<file path="config.mk">
export PLATFORM = sky130hd
export DESIGN_NAME = sram_subsystem_top
export DESIGN_NICKNAME = d
export VERILOG_FILES = /design/src/source/ahb_pkg.sv /design/src/source/sram_pkg.sv /design/src/source/ahb_async_sram.sv /design/src/source/ahb_bank_decoder.sv /design/src/source/ahb_read_mux.sv /design/src/source/sram_subsystem_top.sv
export SDC_FILE = /design/constraint.sdc
export NUM_CORES = 1
export LEC_CHECK = 0
export CORE_AREA = 4 4 169 171
export DETAILED_ROUTE_END_ITERATION = 10
export DIE_AREA = 0 0 173 175
export DONT_BUFFER_PORTS = 1
export GPL_TIMING_DRIVEN = 0
export PLACE_DENSITY = 0.37
export SLEW_MARGIN = 20
export SYNTH_ARGS = -nofsm -noshare
export SYNTH_HDL_FRONTEND = slang
export SYNTH_SLANG_ARGS = --single-unit
</file>
<file path="constraint.sdc">
create_clock -name clk -period 3.89 [get_ports clk]
set_input_delay 0.1945 -clock clk [delete_from_list [all_inputs] [get_ports clk]]
set_output_delay 0.1945 -clock clk [all_outputs]
set_load 0.01 [all_outputs]
</file>
<file path="src/source/ahb_pkg.sv">
package ahb_pkg;

	// Bus geometry
	localparam int AHB_ADDR_W = 32;
	localparam int AHB_DATA_W = 32;
	localparam int AHB_STRB_W = AHB_DATA_W / 8;

	// Byte offset bits inside one data word
	localparam int AHB_BYTE_OFS_W = $clog2(AHB_STRB_W);

	// HTRANS encodings
	typedef enum logic [1:0] {
		IDLE   = 2'b00,
		BUSY   = 2'b01,
		NONSEQ = 2'b10,
		SEQ    = 2'b11
	} ahb_trans_e;

	// HSIZE encodings, only the sizes up to the bus width
	typedef enum logic [2:0] {
		BYTE = 3'b000,
		HALF = 3'b001,
		WORD = 3'b010
	} ahb_size_e;

	// Address phase of one transfer
	typedef struct packed {
		logic [AHB_ADDR_W-1:0] haddr;
		logic                  hwrite;
		ahb_trans_e            htrans;
		ahb_size_e             hsize;
	} ahb_req_t;

endpackage

</file>
<file path="src/source/sram_pkg.sv">
package sram_pkg;

	// Bank geometry
	localparam int NUM_BANKS   = 4;
	localparam int BANK_DEPTH  = 256;
	localparam int SRAM_ADDR_W = $clog2(BANK_DEPTH);
	localparam int BANK_SEL_W  = $clog2(NUM_BANKS);

	// Bank bits sit right above the chip word address
	localparam int BANK_LSB = SRAM_ADDR_W + ahb_pkg::AHB_BYTE_OFS_W;

	// Size of the populated region in bytes
	localparam int MAPPED_BYTES = NUM_BANKS * BANK_DEPTH * ahb_pkg::AHB_STRB_W;

	// Pins of one async SRAM chip, dq split into separate directions
	typedef struct packed {
		logic [SRAM_ADDR_W-1:0]          addr;
		logic                            ce_n;
		logic                            we_n;
		logic                            oe_n;
		logic [ahb_pkg::AHB_STRB_W-1:0]  byte_n;
		logic [ahb_pkg::AHB_DATA_W-1:0]  dq_out;
		logic                            dq_oe;
	} sram_pins_t;

endpackage

</file>
<file path="src/source/ahb_async_sram.sv">
module ahb_async_sram (
	input  logic                           clk,
	input  logic                           rst_n,
	input  logic                           sel,
	input  logic                           hready_in,
	input  ahb_pkg::ahb_req_t              req,
	input  logic [ahb_pkg::AHB_DATA_W-1:0] hwdata,
	output sram_pkg::sram_pins_t           pins,
	input  logic [ahb_pkg::AHB_DATA_W-1:0] dq_in,
	output logic [ahb_pkg::AHB_DATA_W-1:0] rdata
);
	import ahb_pkg::*;
	import sram_pkg::*;

	logic [AHB_STRB_W-1:0]     size_mask;
	logic [AHB_STRB_W-1:0]     byte_mask;
	logic [AHB_BYTE_OFS_W-1:0] byte_ofs;

	logic [SRAM_ADDR_W-1:0] addr_q;
	logic                   ce_n_q;
	logic                   we_n_q;
	logic                   oe_n_q;
	logic [AHB_STRB_W-1:0]  byte_n_q;

	// Lanes touched by this transfer
	assign byte_ofs = req.haddr[AHB_BYTE_OFS_W-1:0];

	always_comb begin
		case (req.hsize)
			BYTE:    size_mask = 4'b0001;
			HALF:    size_mask = 4'b0011;
			default: size_mask = 4'b1111;
		endcase
	end

	assign byte_mask = size_mask << byte_ofs;

	// Strobes latch at the end of the address phase
	always_ff @(posedge clk or negedge rst_n) begin
		if (!rst_n) begin
			addr_q   <= '0;
			ce_n_q   <= 1'b1;
			we_n_q   <= 1'b1;
			oe_n_q   <= 1'b1;
			byte_n_q <= '1;
		end else if (hready_in) begin
			if (sel) begin
				addr_q   <= req.haddr[AHB_BYTE_OFS_W +: SRAM_ADDR_W];
				ce_n_q   <= 1'b0;
				we_n_q   <= !req.hwrite;
				oe_n_q   <= req.hwrite;
				byte_n_q <= ~byte_mask;
			end else begin
				ce_n_q   <= 1'b1;
				we_n_q   <= 1'b1;
				oe_n_q   <= 1'b1;
				byte_n_q <= '1;
			end
		end
	end

	// we_n only goes low while clk is low, in the back half of the data phase
	always_comb begin
		pins.addr   = addr_q;
		pins.ce_n   = ce_n_q;
		pins.we_n   = we_n_q | clk;
		pins.oe_n   = oe_n_q;
		pins.byte_n = byte_n_q;
		pins.dq_out = hwdata;
		pins.dq_oe  = !we_n_q;
	end

	// Idle banks return zero
	assign rdata = dq_in & {AHB_DATA_W{!oe_n_q}};

endmodule

</file>
<file path="src/source/ahb_bank_decoder.sv">
module ahb_bank_decoder (
	input  logic                            clk,
	input  logic                            rst_n,
	input  logic                            hsel,
	input  logic                            hready_in,
	input  ahb_pkg::ahb_req_t               req_in,
	output logic [sram_pkg::NUM_BANKS-1:0]  bank_valid,
	output ahb_pkg::ahb_req_t               req,
	output logic                            err_busy,
	output logic                            err_last
);
	import ahb_pkg::*;
	import sram_pkg::*;

	typedef enum logic [1:0] {
		ERR_NONE,
		ERR_FIRST,
		ERR_SECOND
	} err_state_e;

	err_state_e err_state;
	logic       accept;
	logic       mapped;
	logic       err_start;

	// Transfers are ignored while the first error cycle is running
	assign accept = hsel && hready_in && !err_busy &&
		(req_in.htrans == NONSEQ || req_in.htrans == SEQ);
	assign mapped    = (req_in.haddr < MAPPED_BYTES);
	assign err_start = accept && !mapped;

	always_comb begin
		bank_valid = '0;
		if (accept && mapped)
			bank_valid[req_in.haddr[BANK_LSB +: BANK_SEL_W]] = 1'b1;
	end

	// All controllers see the same address phase
	assign req = req_in;

	// Two-cycle ERROR response
	always_ff @(posedge clk or negedge rst_n) begin
		if (!rst_n) begin
			err_state <= ERR_NONE;
		end else begin
			case (err_state)
				ERR_NONE:   if (err_start) err_state <= ERR_FIRST;
				// This slave holds hready low here, so always advance
				ERR_FIRST:  err_state <= ERR_SECOND;
				ERR_SECOND: if (hready_in) err_state <= err_start ? ERR_FIRST : ERR_NONE;
				default:    err_state <= ERR_NONE;
			endcase
		end
	end

	assign err_busy = (err_state == ERR_FIRST);
	assign err_last = (err_state == ERR_SECOND);

endmodule

</file>
<file path="src/source/ahb_read_mux.sv">
module ahb_read_mux (
	input  logic                           clk,
	input  logic                           rst_n,
	input  logic                           hready_in,
	input  logic [sram_pkg::NUM_BANKS-1:0] bank_valid,
	input  logic [ahb_pkg::AHB_DATA_W-1:0] rdata [sram_pkg::NUM_BANKS],
	input  logic                           err_busy,
	input  logic                           err_last,
	output logic [ahb_pkg::AHB_DATA_W-1:0] hrdata,
	output logic                           hready,
	output logic                           hresp
);
	import ahb_pkg::*;
	import sram_pkg::*;

	logic [BANK_SEL_W-1:0] bank_idx;
	logic [BANK_SEL_W-1:0] bank_q;
	logic [AHB_DATA_W-1:0] sel_data;

	// One-hot select to index
	always_comb begin
		bank_idx = '0;
		for (int i = 0; i < NUM_BANKS; i++)
			if (bank_valid[i])
				bank_idx = BANK_SEL_W'(i);
	end

	// Bank of the transfer now in its data phase
	always_ff @(posedge clk or negedge rst_n) begin
		if (!rst_n)
			bank_q <= '0;
		else if (hready_in && |bank_valid)
			bank_q <= bank_idx;
	end

	assign sel_data = rdata[bank_q];
	assign hrdata   = sel_data;

	assign hready = !err_busy;
	assign hresp  = err_busy || err_last;

endmodule

</file>
<file path="src/source/sram_subsystem_top.sv">
module sram_subsystem_top (
	input  logic                           clk,
	input  logic                           rst_n,
	input  logic                           hsel,
	input  logic [ahb_pkg::AHB_ADDR_W-1:0] haddr,
	input  logic                           hwrite,
	input  logic [1:0]                     htrans,
	input  logic [2:0]                     hsize,
	input  logic [2:0]                     hburst,
	input  logic [3:0]                     hprot,
	input  logic                           hmastlock,
	input  logic [ahb_pkg::AHB_DATA_W-1:0] hwdata,
	input  logic                           hready_in,
	output logic                           hready,
	output logic                           hresp,
	output logic [ahb_pkg::AHB_DATA_W-1:0] hrdata,
	output sram_pkg::sram_pins_t           sram_pins [sram_pkg::NUM_BANKS],
	input  logic [ahb_pkg::AHB_DATA_W-1:0] sram_dq_in [sram_pkg::NUM_BANKS]
);
	import ahb_pkg::*;
	import sram_pkg::*;

	ahb_req_t              req_in;
	ahb_req_t              req;
	logic [NUM_BANKS-1:0]  bank_valid;
	logic [AHB_DATA_W-1:0] bank_rdata [NUM_BANKS];
	logic                  err_busy;
	logic                  err_last;

	// Burst, protection and lock are not used by this slave
	always_comb begin
		req_in.haddr  = haddr;
		req_in.hwrite = hwrite;
		req_in.htrans = ahb_trans_e'(htrans);
		req_in.hsize  = ahb_size_e'(hsize);
	end

	ahb_bank_decoder u_decoder (
		.clk        (clk),
		.rst_n      (rst_n),
		.hsel       (hsel),
		.hready_in  (hready_in),
		.req_in     (req_in),
		.bank_valid (bank_valid),
		.req        (req),
		.err_busy   (err_busy),
		.err_last   (err_last)
	);

	for (genvar i = 0; i < NUM_BANKS; i++) begin : g_bank
		ahb_async_sram u_ctrl (
			.clk       (clk),
			.rst_n     (rst_n),
			.sel       (bank_valid[i]),
			.hready_in (hready_in),
			.req       (req),
			.hwdata    (hwdata),
			.pins      (sram_pins[i]),
			.dq_in     (sram_dq_in[i]),
			.rdata     (bank_rdata[i])
		);
	end

	ahb_read_mux u_mux (
		.clk        (clk),
		.rst_n      (rst_n),
		.hready_in  (hready_in),
		.bank_valid (bank_valid),
		.rdata      (bank_rdata),
		.err_busy   (err_busy),
		.err_last   (err_last),
		.hrdata     (hrdata),
		.hready     (hready),
		.hresp      (hresp)
	);

endmodule

</file>
==> results of run 1 <==
worst register-to-register path: stages, from the launching register on:
cell and delay [ns]:
dfrtp_1 0.38, inv_1 0.10, ha_1 0.21, nand4b_2 0.44, nor4_4 0.64, buf_2 0.42
mux2_2 0.37
path summary, 6_finish.rpt:
kind | start | to | slack (ns)
min in group asynchronous | rst_n | g_bank[3].u_ctrl.addr_q[7] | 0.33
max | clk | sram_pins[134] | 1.17
min reg2reg | g_bank[1].u_ctrl.ce_n_q | g_bank[1].u_ctrl.ce_n_q | 0.49
max in group asynchronous | rst_n | g_bank[2].u_ctrl.byte_n_q[2] | 3.26
min | haddr[1] | g_bank[2].u_ctrl.byte_n_q[0] | 0.02
max reg2reg | u_decoder.err_state[1] | g_bank[3].u_ctrl.addr_q[6] | 1.21
cell families after synthesis:
| kind of cell | after synthesis |
|---|---|
| multiplexers | 35 |
| flip-flops | 64 |
| AND/OR/NAND/NOR | 66 |
| buffers and inverters | 173 |
| adder cells (fa/ha/maj) | 5 |
| AO/OA/AOI/OAI | 128 |
through the flow:
stage          utilization, %  setup slack [ns]  cell area [sq um]
2_1_floorplan               -             1.445               4587
5_1_grt                 20.74             1.013               5575
4_1_cts                 20.74             1.101               5573
6_report                20.74             1.168               5575
3_3_place_gp            18.65            0.9866               5014
3_5_place_dp            18.71             1.163               5027
flip-flops by register name, indices dropped and copies added (netlist names):
| name | count |
|---|---|
| g_bank.u_ctrl.addr_q | 32 |
| u_decoder.err_state | 2 |
| u_mux.bank_q | 2 |
| g_bank.u_ctrl.we_n_q | 4 |
| g_bank.u_ctrl.ce_n_q | 4 |
| g_bank.u_ctrl.byte_n_q | 16 |
| g_bank.u_ctrl.oe_n_q | 4 |
Yosys cell counts (2+ instances only):
cell type / instances / area share (%)
a21oi_1: 58 / 6.3
ha_1: 5 / 1.4
inv_1: 10 / 0.82
nand2_1: 2 / 0.16
a221oi_1: 32 / 6.1
nor4_4: 6 / 2.8
clkbuf_1: 23 / 1.9
buf_4: 138 / 23
mux2_4: 8 / 2.6
nor2_1: 37 / 3.0
a22oi_1: 32 / 5.2
nand2b_1: 2 / 0.27
nor4_1: 3 / 0.41
or2_2: 5 / 0.68
dfstp_2: 28 / 16
nor2b_1: 3 / 0.41
mux2_2: 26 / 6.4
dfrtp_1: 36 / 20
or3_1: 3 / 0.41
layout make-up:
class / instances / area, sq um / share of cell area, %
multi-input combinational: 234 / 1780 / 31.93
sequential: 64 / 1637 / 29.35
buffer: 163 / 1139 / 20.42
tap: 341 / 426.7 / 7.653
clock buffer: 13 / 325.3 / 5.835
timing repair buffer: 14 / 155.1 / 2.783
clock inverter: 7 / 72.57 / 1.302
inverter: 10 / 37.54 / 0.6732
antenna: 1 / 2.502 / 0.04488
repair_timing:
action / 4_1_cts / 5_1_grt
hold buffers: 13 / 0
endpoints found under the hold margin: 105 / 0
setup buffers: 0 / 0
endpoints found under the setup margin: 0 / 0
power by group:
group	total, uW	internal (uW)	switching [uW]
Sequential	680	674	6.38
Combinational	265	130	135
Clock	1020	671	346
routing by layer:
layer | wire (microns) | vias to the layer above | GRT usage (%)
li1 | - | 1612 | -
met1 | 6960 | 1796 | 12.45
met2 | 9624 | 249 | 20.48
met3 | 1964 | 23 | 4.500
met4 | 399 | 0 | 4.090
met5 | 0 | - | 0
==> results.toml, run 1 <==
[worst_setup_path]
required_ns = 3.70
cp_slowest_cell = "or2_2"
max_stage_delay_ns = 0.32
cp_num_cells = 3
rr_worst_depth = 6
cp.arrival_ns = 2.53
critPathLaunchType = "clock port"
critical_path_class = "clk -> out"
end_kind = "output port"
cp_cell_sequence = "clkbuf_16, clkbuf_16, or2_2"
path_common_cell = "clkbuf_16"
crit_buf_inv = 2
path_delay_family = "simple AND/OR/NAND/NOR gates"
critPathMaxFanout = 2

[die]
core-area_sq_um = 26880
rows = 60
fp.dieW_microns = 173
die_h_microns = 175
ios = 436
dieArea_sq_um = 30280
start_util_pct = 17.07

[synth]
synth_fa_ha_area_share_pct = 1.364
muxShareOfSynthArea_pct = 9.220
synth_compound_area_share_pct = 18.74
ys_warn_count = 0
ys_async_sr_fraction_pct = 100.0
synth_fp_nets = 686
synth_edf_count = 0
yosysUniqueCellTypes = 33
synth_ff_type = "dfrtp_1"
yosysSeqAreaShare_pct = 35.68
avgSynthCellArea_sq_um = 9.739
synth_xor_xnor_area_share_pct = 0
synth_top_family_by_area = "buffers and inverters"
synthCells = 471
synth-seq-cells = 64
synthesis.area_sq_um = 4587
synthSimpleGateAreaFrac_pct = 9.356

[worst_hold_path]
min_path_cells = 2
hold_path_class = "in -> reg"

[pwr]
report.power.total_uw = 1961
ir_drop_mv = 0.3598
leakage_uw = 0.002369
power.density_nw_per_um2 = 351.8

[global_route]
grt_pass1_wl_microns = 26920
antenna_found_initial = 1
grt_overflow = 0
grt_pass1_vias = 3905
grt_max_degree = 65
grtUsageTotal_pct = 11.50

[layout]
final_common_cell = "buf_4"
final_cell_mix = "buf_4 (139), a21oi_1 (58), nor2_1 (37), dfrtp_1 (36)"
fin_cells = 847
drive_gt1_share_pct = 47.92
area_growth_pct = 21.55
fillers = 2925
nets = 715

[place]
gp_congestion = 0.8508
place_inst = 813
port_buffers = 0
dp_hpwl_microns = 15400

[timing]
worst_pin_slew_ns = 0.7450
clock_skew_ns = 0.005483
setup_viol_count_final = 0
rsz0062_at_grt = "false"
maxSlewHeadroom_pct = 50.23
setup_tns_ns = 0
finalHoldViolations = 0
slew_violations = 0
fin_hold_ws_ns = 0.01726

[detailed_routing]
num_vias = 3680
drt_iter0_markers = 128
drt.antenna.violating_nets = 0
avgViaCountPerCell = 4.345
drc = 0
firstDrtPassIters = 4
wl_microns = 18950
wl_per_cell_microns = 22.37

[clock_tree]
clkLatencyLatePin_ns = 0.44
cts_resized = 0
clk_pin_slew_ns = 0.06
cts_tree = "done"

[status]
outcome = "complete, no violations"

[job]
maxCapViolations = 0
Power figures use the tool's default switching activity.
==> inputs of run 2 (changes only) <==
==> constraint.sdc (replaced) <==
create_clock -name clk -period 2.2 [get_ports clk]
set_input_delay 0.11 -clock clk [delete_from_list [all_inputs] [get_ports clk]]
set_output_delay 0.11 -clock clk [all_outputs]
set_load 0.01 [all_outputs]
==> run 2 against run 1 <==
- non-clock buffer count is 11 higher
- via count increased by 2.4%
- highest routed layer unchanged
- flip-flop and latch count stayed put
- critical path type is now reg -> reg
==> results.toml, run 2 (synthesis results as in run 1) <==
[detailed_routing]
wl_microns = 19080
num_vias = 3770
drt.antenna.violating_nets = 0
firstDrtPassIters = 4
wl_per_cell_microns = 22.24
drc = 0
avgViaCountPerCell = 4.394
drt_iter0_markers = 122

[job]
maxCapViolations = 0

[worst_setup_path]
crit_buf_inv = 2
critical_path_class = "reg -> reg"
end_kind = "flop"
critPathMaxFanout = 10
required_ns = 2.52
path_delay_family = "simple AND/OR/NAND/NOR gates"
max_stage_delay_ns = 0.42
cp_cell_sequence = "inv_1, ha_1, nand4b_4, nor4_4, buf_6, mux2_2"
cp.arrival_ns = 2.42
cp_slowest_cell = "nor4_4"
regToRegSetupSlack_ns = 0.10
critPathLaunchType = "flop"

[timing]
setup_tns_ns = 0
fin_crit_ns = 2.100
clock_skew_ns = 0.004287
slew_violations = 0
finalHoldViolations = 0
rsz0062_at_grt = "false"
fin_crit_sh_pct = 95.45
setup_viol_count_final = 0
worst_pin_slew_ns = 0.5742
maxSlewHeadroom_pct = 61.72
max_freq_ghz = 0.4762
fin_hold_ws_ns = 0.09445

[clock_tree]
clk_pin_slew_ns = 0.06
clkLatencyLatePin_ns = 0.44
cts_tree = "done"

[pwr]
ir_drop_mv = 0.6363
leakage_uw = 0.002475
power.density_nw_per_um2 = 603.7
report.power.total_uw = 3483

[layout]
utilization_pct = 21.47
drive_gt1_share_pct = 53.29
fillers = 2904
final_cell_mix = "buf_4 (145), a21oi_1 (49), nor2_1 (35), dfrtp_1 (35)"
nets = 726
multi_input_comb_area_sq_um = 1846
top_register = "g_bank.u_ctrl.addr_q"
regArea_sq_um = 1638
largest_registers = "g_bank.u_ctrl.addr_q: 32 flops, g_bank.u_ctrl.byte_n_q: 16 flops"
area_growth_pct = 25.78
final_common_cell = "buf_4"
largest_reg_flops = 32

[die]
fp.dieW_microns = 173
core-area_sq_um = 26880
die_h_microns = 175
ios = 436
dieArea_sq_um = 30280
rows = 60
start_util_pct = 17.07

[place]
gp_congestion = 0.8508
port_buffers = 0
dp_hpwl_microns = 15400

[global_route]
grt_overflow = 0
antenna_found_initial = 1
grt_pass1_wl_microns = 27190
grtUsageTotal_pct = 11.59
grt_pass1_vias = 3934
grt_max_degree = 65

[worst_hold_path]
hold_path_class = "in -> reg"

[status]
outcome = "complete, no violations"
[run 2: cell type report]
class / count / area share, %
Clock buffer: 13 / 5.639
Sequential cell: 64 / 28.39
Multi-Input combinational cell: 234 / 31.99
Tap cell: 341 / 7.395
Buffer: 162 / 20.13
Antenna cell: 1 / 0.04337
Inverter: 10 / 0.6506
Clock inverter: 7 / 1.258
Timing Repair Buffer: 26 / 4.511
[run 2: repair_timing]
action                     4_1_cts  5_1_grt
cloned                           0        0
buffers inserted                 5        1
setup endpoints to repair       86       26
pin swaps                        3        1
gates resized for setup         27       11
hold endpoints to repair       123        0
hold buffers                    19        0
[run 2: worst min-delay path: cells and delay by family]
kind               cells  cell delay (ns)
AOI/OAI and AO/OA      1             0.14
and+or+nand+nor        3             0.24
[run 2: metal layers]
metal  share of wire, %  vias to the layer above  global-route usage (%)
met5                  0                        -                       0
met4                2.0                        0                   3.592
met3                 10                       24                   4.522
met2                 51                      257                   21.05
met1                 36                     1857                   12.41
li1                   -                     1632                       -
[run 2: through the flow]
step / setup slack (ns) / std cells / area (sq um)
3_5_place_dp: -0.5270 / 813 / 5027
3_3_place_gp: -0.7034 / 812 / 5014
5_1_grt: 0.0004876 / 858 / 5769
4_1_cts: 0.01185 / 856 / 5739
6_report: 0.1002 / 858 / 5769
2_1_floorplan: 0.04975 / 471 / 4587
[run 2: worst paths after layout]
path,from,to,cells past startpoint
worst max-delay path,u_decoder.err_state[1],g_bank[3].u_ctrl.addr_q[6],6
max in group asynchronous,rst_n,g_bank[2].u_ctrl.byte_n_q[2],2
worst min-delay path,haddr[13],g_bank[0].u_ctrl.oe_n_q,4
min in group asynchronous,rst_n,g_bank[1].u_ctrl.addr_q[2],2
worst min register to register,g_bank[1].u_ctrl.ce_n_q,g_bank[1].u_ctrl.ce_n_q,2
worst max register to register,u_decoder.err_state[1],g_bank[3].u_ctrl.addr_q[6],6
[run 2: report_power, final]
| group | total, uW | internal (uW) | switching (uW) |
|---|---|---|---|
| combinational | 486 | 242 | 244 |
| clock | 1790 | 1190 | 609 |
| sequential | 1200 | 1190 | 11.3 |
| total | 3480 | 2620 | 865 |
==> inputs of run 3 (changes only) <==
--- a/config.mk
+++ b/config.mk
@@ -5,12 +5,13 @@
 export SDC_FILE = /design/constraint.sdc
 export NUM_CORES = 1
 export LEC_CHECK = 0
-export CORE_AREA = 4 4 169 171
+export ABC_AREA = 1
+export CORE_AREA = 4 4 166 168
 export DETAILED_ROUTE_END_ITERATION = 10
-export DIE_AREA = 0 0 173 175
+export DIE_AREA = 0 0 170 172
 export DONT_BUFFER_PORTS = 1
 export GPL_TIMING_DRIVEN = 0
-export PLACE_DENSITY = 0.37
+export PLACE_DENSITY = 0.41
 export SLEW_MARGIN = 20
 export SYNTH_ARGS = -nofsm -noshare
 export SYNTH_HDL_FRONTEND = slang
==> run 3 against run 2 <==
- clock skew rose by 0.0056 ns
- critical path depth did not move
- utilization rose by 2.6 points
- die area fell by 3.4%
- register-to-register slack improved by 0.21 ns
- sequential share of layout area fell by 2.1 points
- largest power group unchanged
==> results.toml, run 3 <==
[status]
outcome = "complete, no violations"

[timing]
setup_viol_count_final = 0
setup_tns_ns = 0
max_freq_ghz = 0.4842
fin_crit_sh_pct = 93.87
maxSlewHeadroom_pct = 59.65
finalHoldViolations = 0
clock_skew_ns = 0.009889
worst_pin_slew_ns = 0.5989
rsz0062_at_grt = "false"
fin_crit_ns = 2.065
slew_violations = 0

[die]
die_h_microns = 172
dieArea_sq_um = 29240
start_util_pct = 20.58
ios = 436
rows = 59
core-area_sq_um = 25910
fp.dieW_microns = 170

[global_route]
grt_pass1_wl_microns = 29170
grt_pass1_vias = 4760
grt_overflow = 0
grt_max_degree = 65
grtUsageTotal_pct = 12.76
antenna_found_initial = 0

[layout]
final_cell_mix = "nand2_1 (230), buf_4 (136), inv_1 (131), nand3_1 (51), o21ai_0 (40)"
fin_cells = 1157
nets = 1032
area_growth_pct = 16.82
top_register = "g_bank.u_ctrl.addr_q"
largest_registers = "g_bank.u_ctrl.addr_q: 32 flops, g_bank.u_ctrl.byte_n_q: 16 flops"
largest_reg_flops = 32
n_antenna_cell = 0
drive_gt1_share_pct = 27.62
final_common_cell = "nand2_1"

[synth]
yosysMostFrequentCell = "nand2_1"
yosysUniqueCellTypes = 34
synth_top_area_share_pct = 19.15
synth_top_area_cell = "buf_4"
ys_warn_count = 0
yosysSeqAreaShare_pct = 30.69
synth_common_cells = "nand2_1 (230), buf_4 (136), inv_1 (129)"
synth-seq-cells = 64
ys_async_sr_fraction_pct = 100.0
synthesis.area_sq_um = 5333
synth.area.top_cells = "buf_4 (19%), dfrtp_1 (17%), nand2_1 (16%), dfstp_2 (14%), inv_1 (9.1%)"
synth_edf_count = 0
synth_ff_type = "dfrtp_1"
synth_fp_nets = 1005
avgSynthCellArea_sq_um = 6.750
synthCells = 790

[worst_hold_path]
hold_path_class = "in -> reg"
min_from = "hwrite"
min_to = "g_bank[3].u_ctrl.oe_n_q"
min_path_cells = 4

[clock_tree]
cts_tree = "done"
cts_root_buffer = "clkbuf_16"
htree_levels = 3
clk_pin_slew_ns = 0.06
cts_buffers = 9
cts_buffer_depth = 2
clkLatencyLatePin_ns = 0.34

[detailed_routing]
drt.antenna.violating_nets = 0
num_vias = 4755
firstDrtPassIters = 4
wl_microns = 20710
wl_per_cell_microns = 17.90
avgViaCountPerCell = 4.110
drc = 0
drt_iter0_markers = 231

[pwr]
report.power.total_uw = 3488
power.density_nw_per_um2 = 559.9
leakage_uw = 0.003346
ir_drop_mv = 0.3492

[worst_setup_path]
critPathMaxFanout = 10
r2r-start = "u_decoder.err_state[1]"
regToRegSetupSlack_ns = 0.31
crit_buf_inv = 2
cp_cell_sequence = "inv_2, or2_2, clkbuf_1, o21ai_0, nand2_1, nand2_1"
path_delay_family = "simple AND/OR/NAND/NOR gates"
cp.arrival_ns = 1.96
required_ns = 2.09
critical_path_class = "reg -> out"
rr_worst_depth = 10
path_common_cell = "nand2_1"
critPathLaunchType = "flop"
end_kind = "output port"
max_stage_delay_ns = 0.36
cp_slowest_cell = "dfrtp_1"
worstReg2RegEnd = "u_mux.bank_q[0]"

[job]
maxCapViolations = 0

[place]
dp_hpwl_microns = 16900
gp_congestion = 0.7891
place_inst = 1125
port_buffers = 0
-- run 3: cell count changes after synthesis, sizes merged, moves of 6 or more --
cell,delta
nand2,+231
mux2,-34
nor2,-14
a221oi,-32
o22ai,+31
inv,+123
o21ai,+64
buf,+6
a21oi,-57
nand3,+51
a22oi,-32
nor4,-9
-- run 3: power by group --
part	internal, uW	switching [uW]
Clock	931	623
Combinational	278	379
Sequential	1230	44.5
-- run 3: layer usage --
metal | vias up | GRT usage (%) | routed length, microns
met5 | - | 0 | 0
met2 | 212 | 23.36 | 10880
met4 | 0 | 2.118 | 186
li1 | 2337 | - | -
met1 | 2190 | 14.45 | 7634
met3 | 16 | 4.755 | 2014
-- run 3: worst max path at each step --
| stage | endpoint | startpoint | cells after the start | slack, ns |
|---|---|---|---|---|
| floorplan | g_bank[3].u_ctrl.addr_q[6] | u_decoder.err_state[1] | 11 | 0.59 |
| global placement | u_mux.bank_q[0] | u_decoder.err_state[1] | 10 | 0.26 |
| detailed placement | u_mux.bank_q[0] | u_decoder.err_state[1] | 10 | 0.27 |
| CTS | hrdata[3] | g_bank[1].u_ctrl.oe_n_q | 6 | 0.01 |
| global route | hrdata[21] | u_mux.bank_q[0] | 7 | 0.005 |
| finish | hrdata[8] | u_mux.bank_q[0] | 6 | 0.13 |
-- run 3: stage by stage --
| stage | worst slack (ns) | util [%] | area, sq um | hold slack [ns] |
|---|---|---|---|---|
| finish | 0.1348 | 24.04 | 6230 | 0.02291 |
| CTS | 0.01162 | 24.01 | 6222 | 0.01285 |
| floorplan | 0.5900 | - | 5333 | -0.1856 |
| global placement | 0.2603 | 22.20 | 5752 | -0.1836 |
| global route | 0.004501 | 24.04 | 6230 | 0.04878 |
| detailed placement | 0.2663 | 22.20 | 5752 | -0.1840 |
-- run 3: cells by family after synthesis --
family	after synthesis	share of synthesized area (%)
AOI/OAI and AO/OA	102	11.07
adders and majority gates	5	1.173
buffers and inverters	304	31.82
DFF	64	30.69
and+or+nand+nor	315	25.25
-- run 3: repair_timing --
| item | CTS | global route |
|---|---|---|
| setup endpoints to repair | 2 | 30 |
| resized for setup | 3 | 11 |
| hold buffers | 13 | 0 |
| setup buffers | 0 | 0 |
| pin swaps | 0 | 0 |
| endpoints found under the hold margin | 103 | 0 |
-- run 3: final cells by class --
cell class,count,area (sq um)
plain buffers,170,1199
clock buffers,10,239.0
clock inverters,10,85.08
fillers,2980,19680
inverters,133,504.2
multi-input cells,422,1999
flip-flops and latches,64,1637
well taps,335,419.2
repair buffers,13,147.6
-- run 3: worst register-to-register path, cell delays in order (launching register included) --
cell and delay, ns:
dfrtp_1 0.41, inv_1 0.12, ha_1 0.16, inv_1 0.08, nand2_1 0.08, nor2_2 0.05, nand2_4 0.15, clkinv_4 0.11
nand2_4 0.14, buf_2 0.29, o211ai_1 0.16
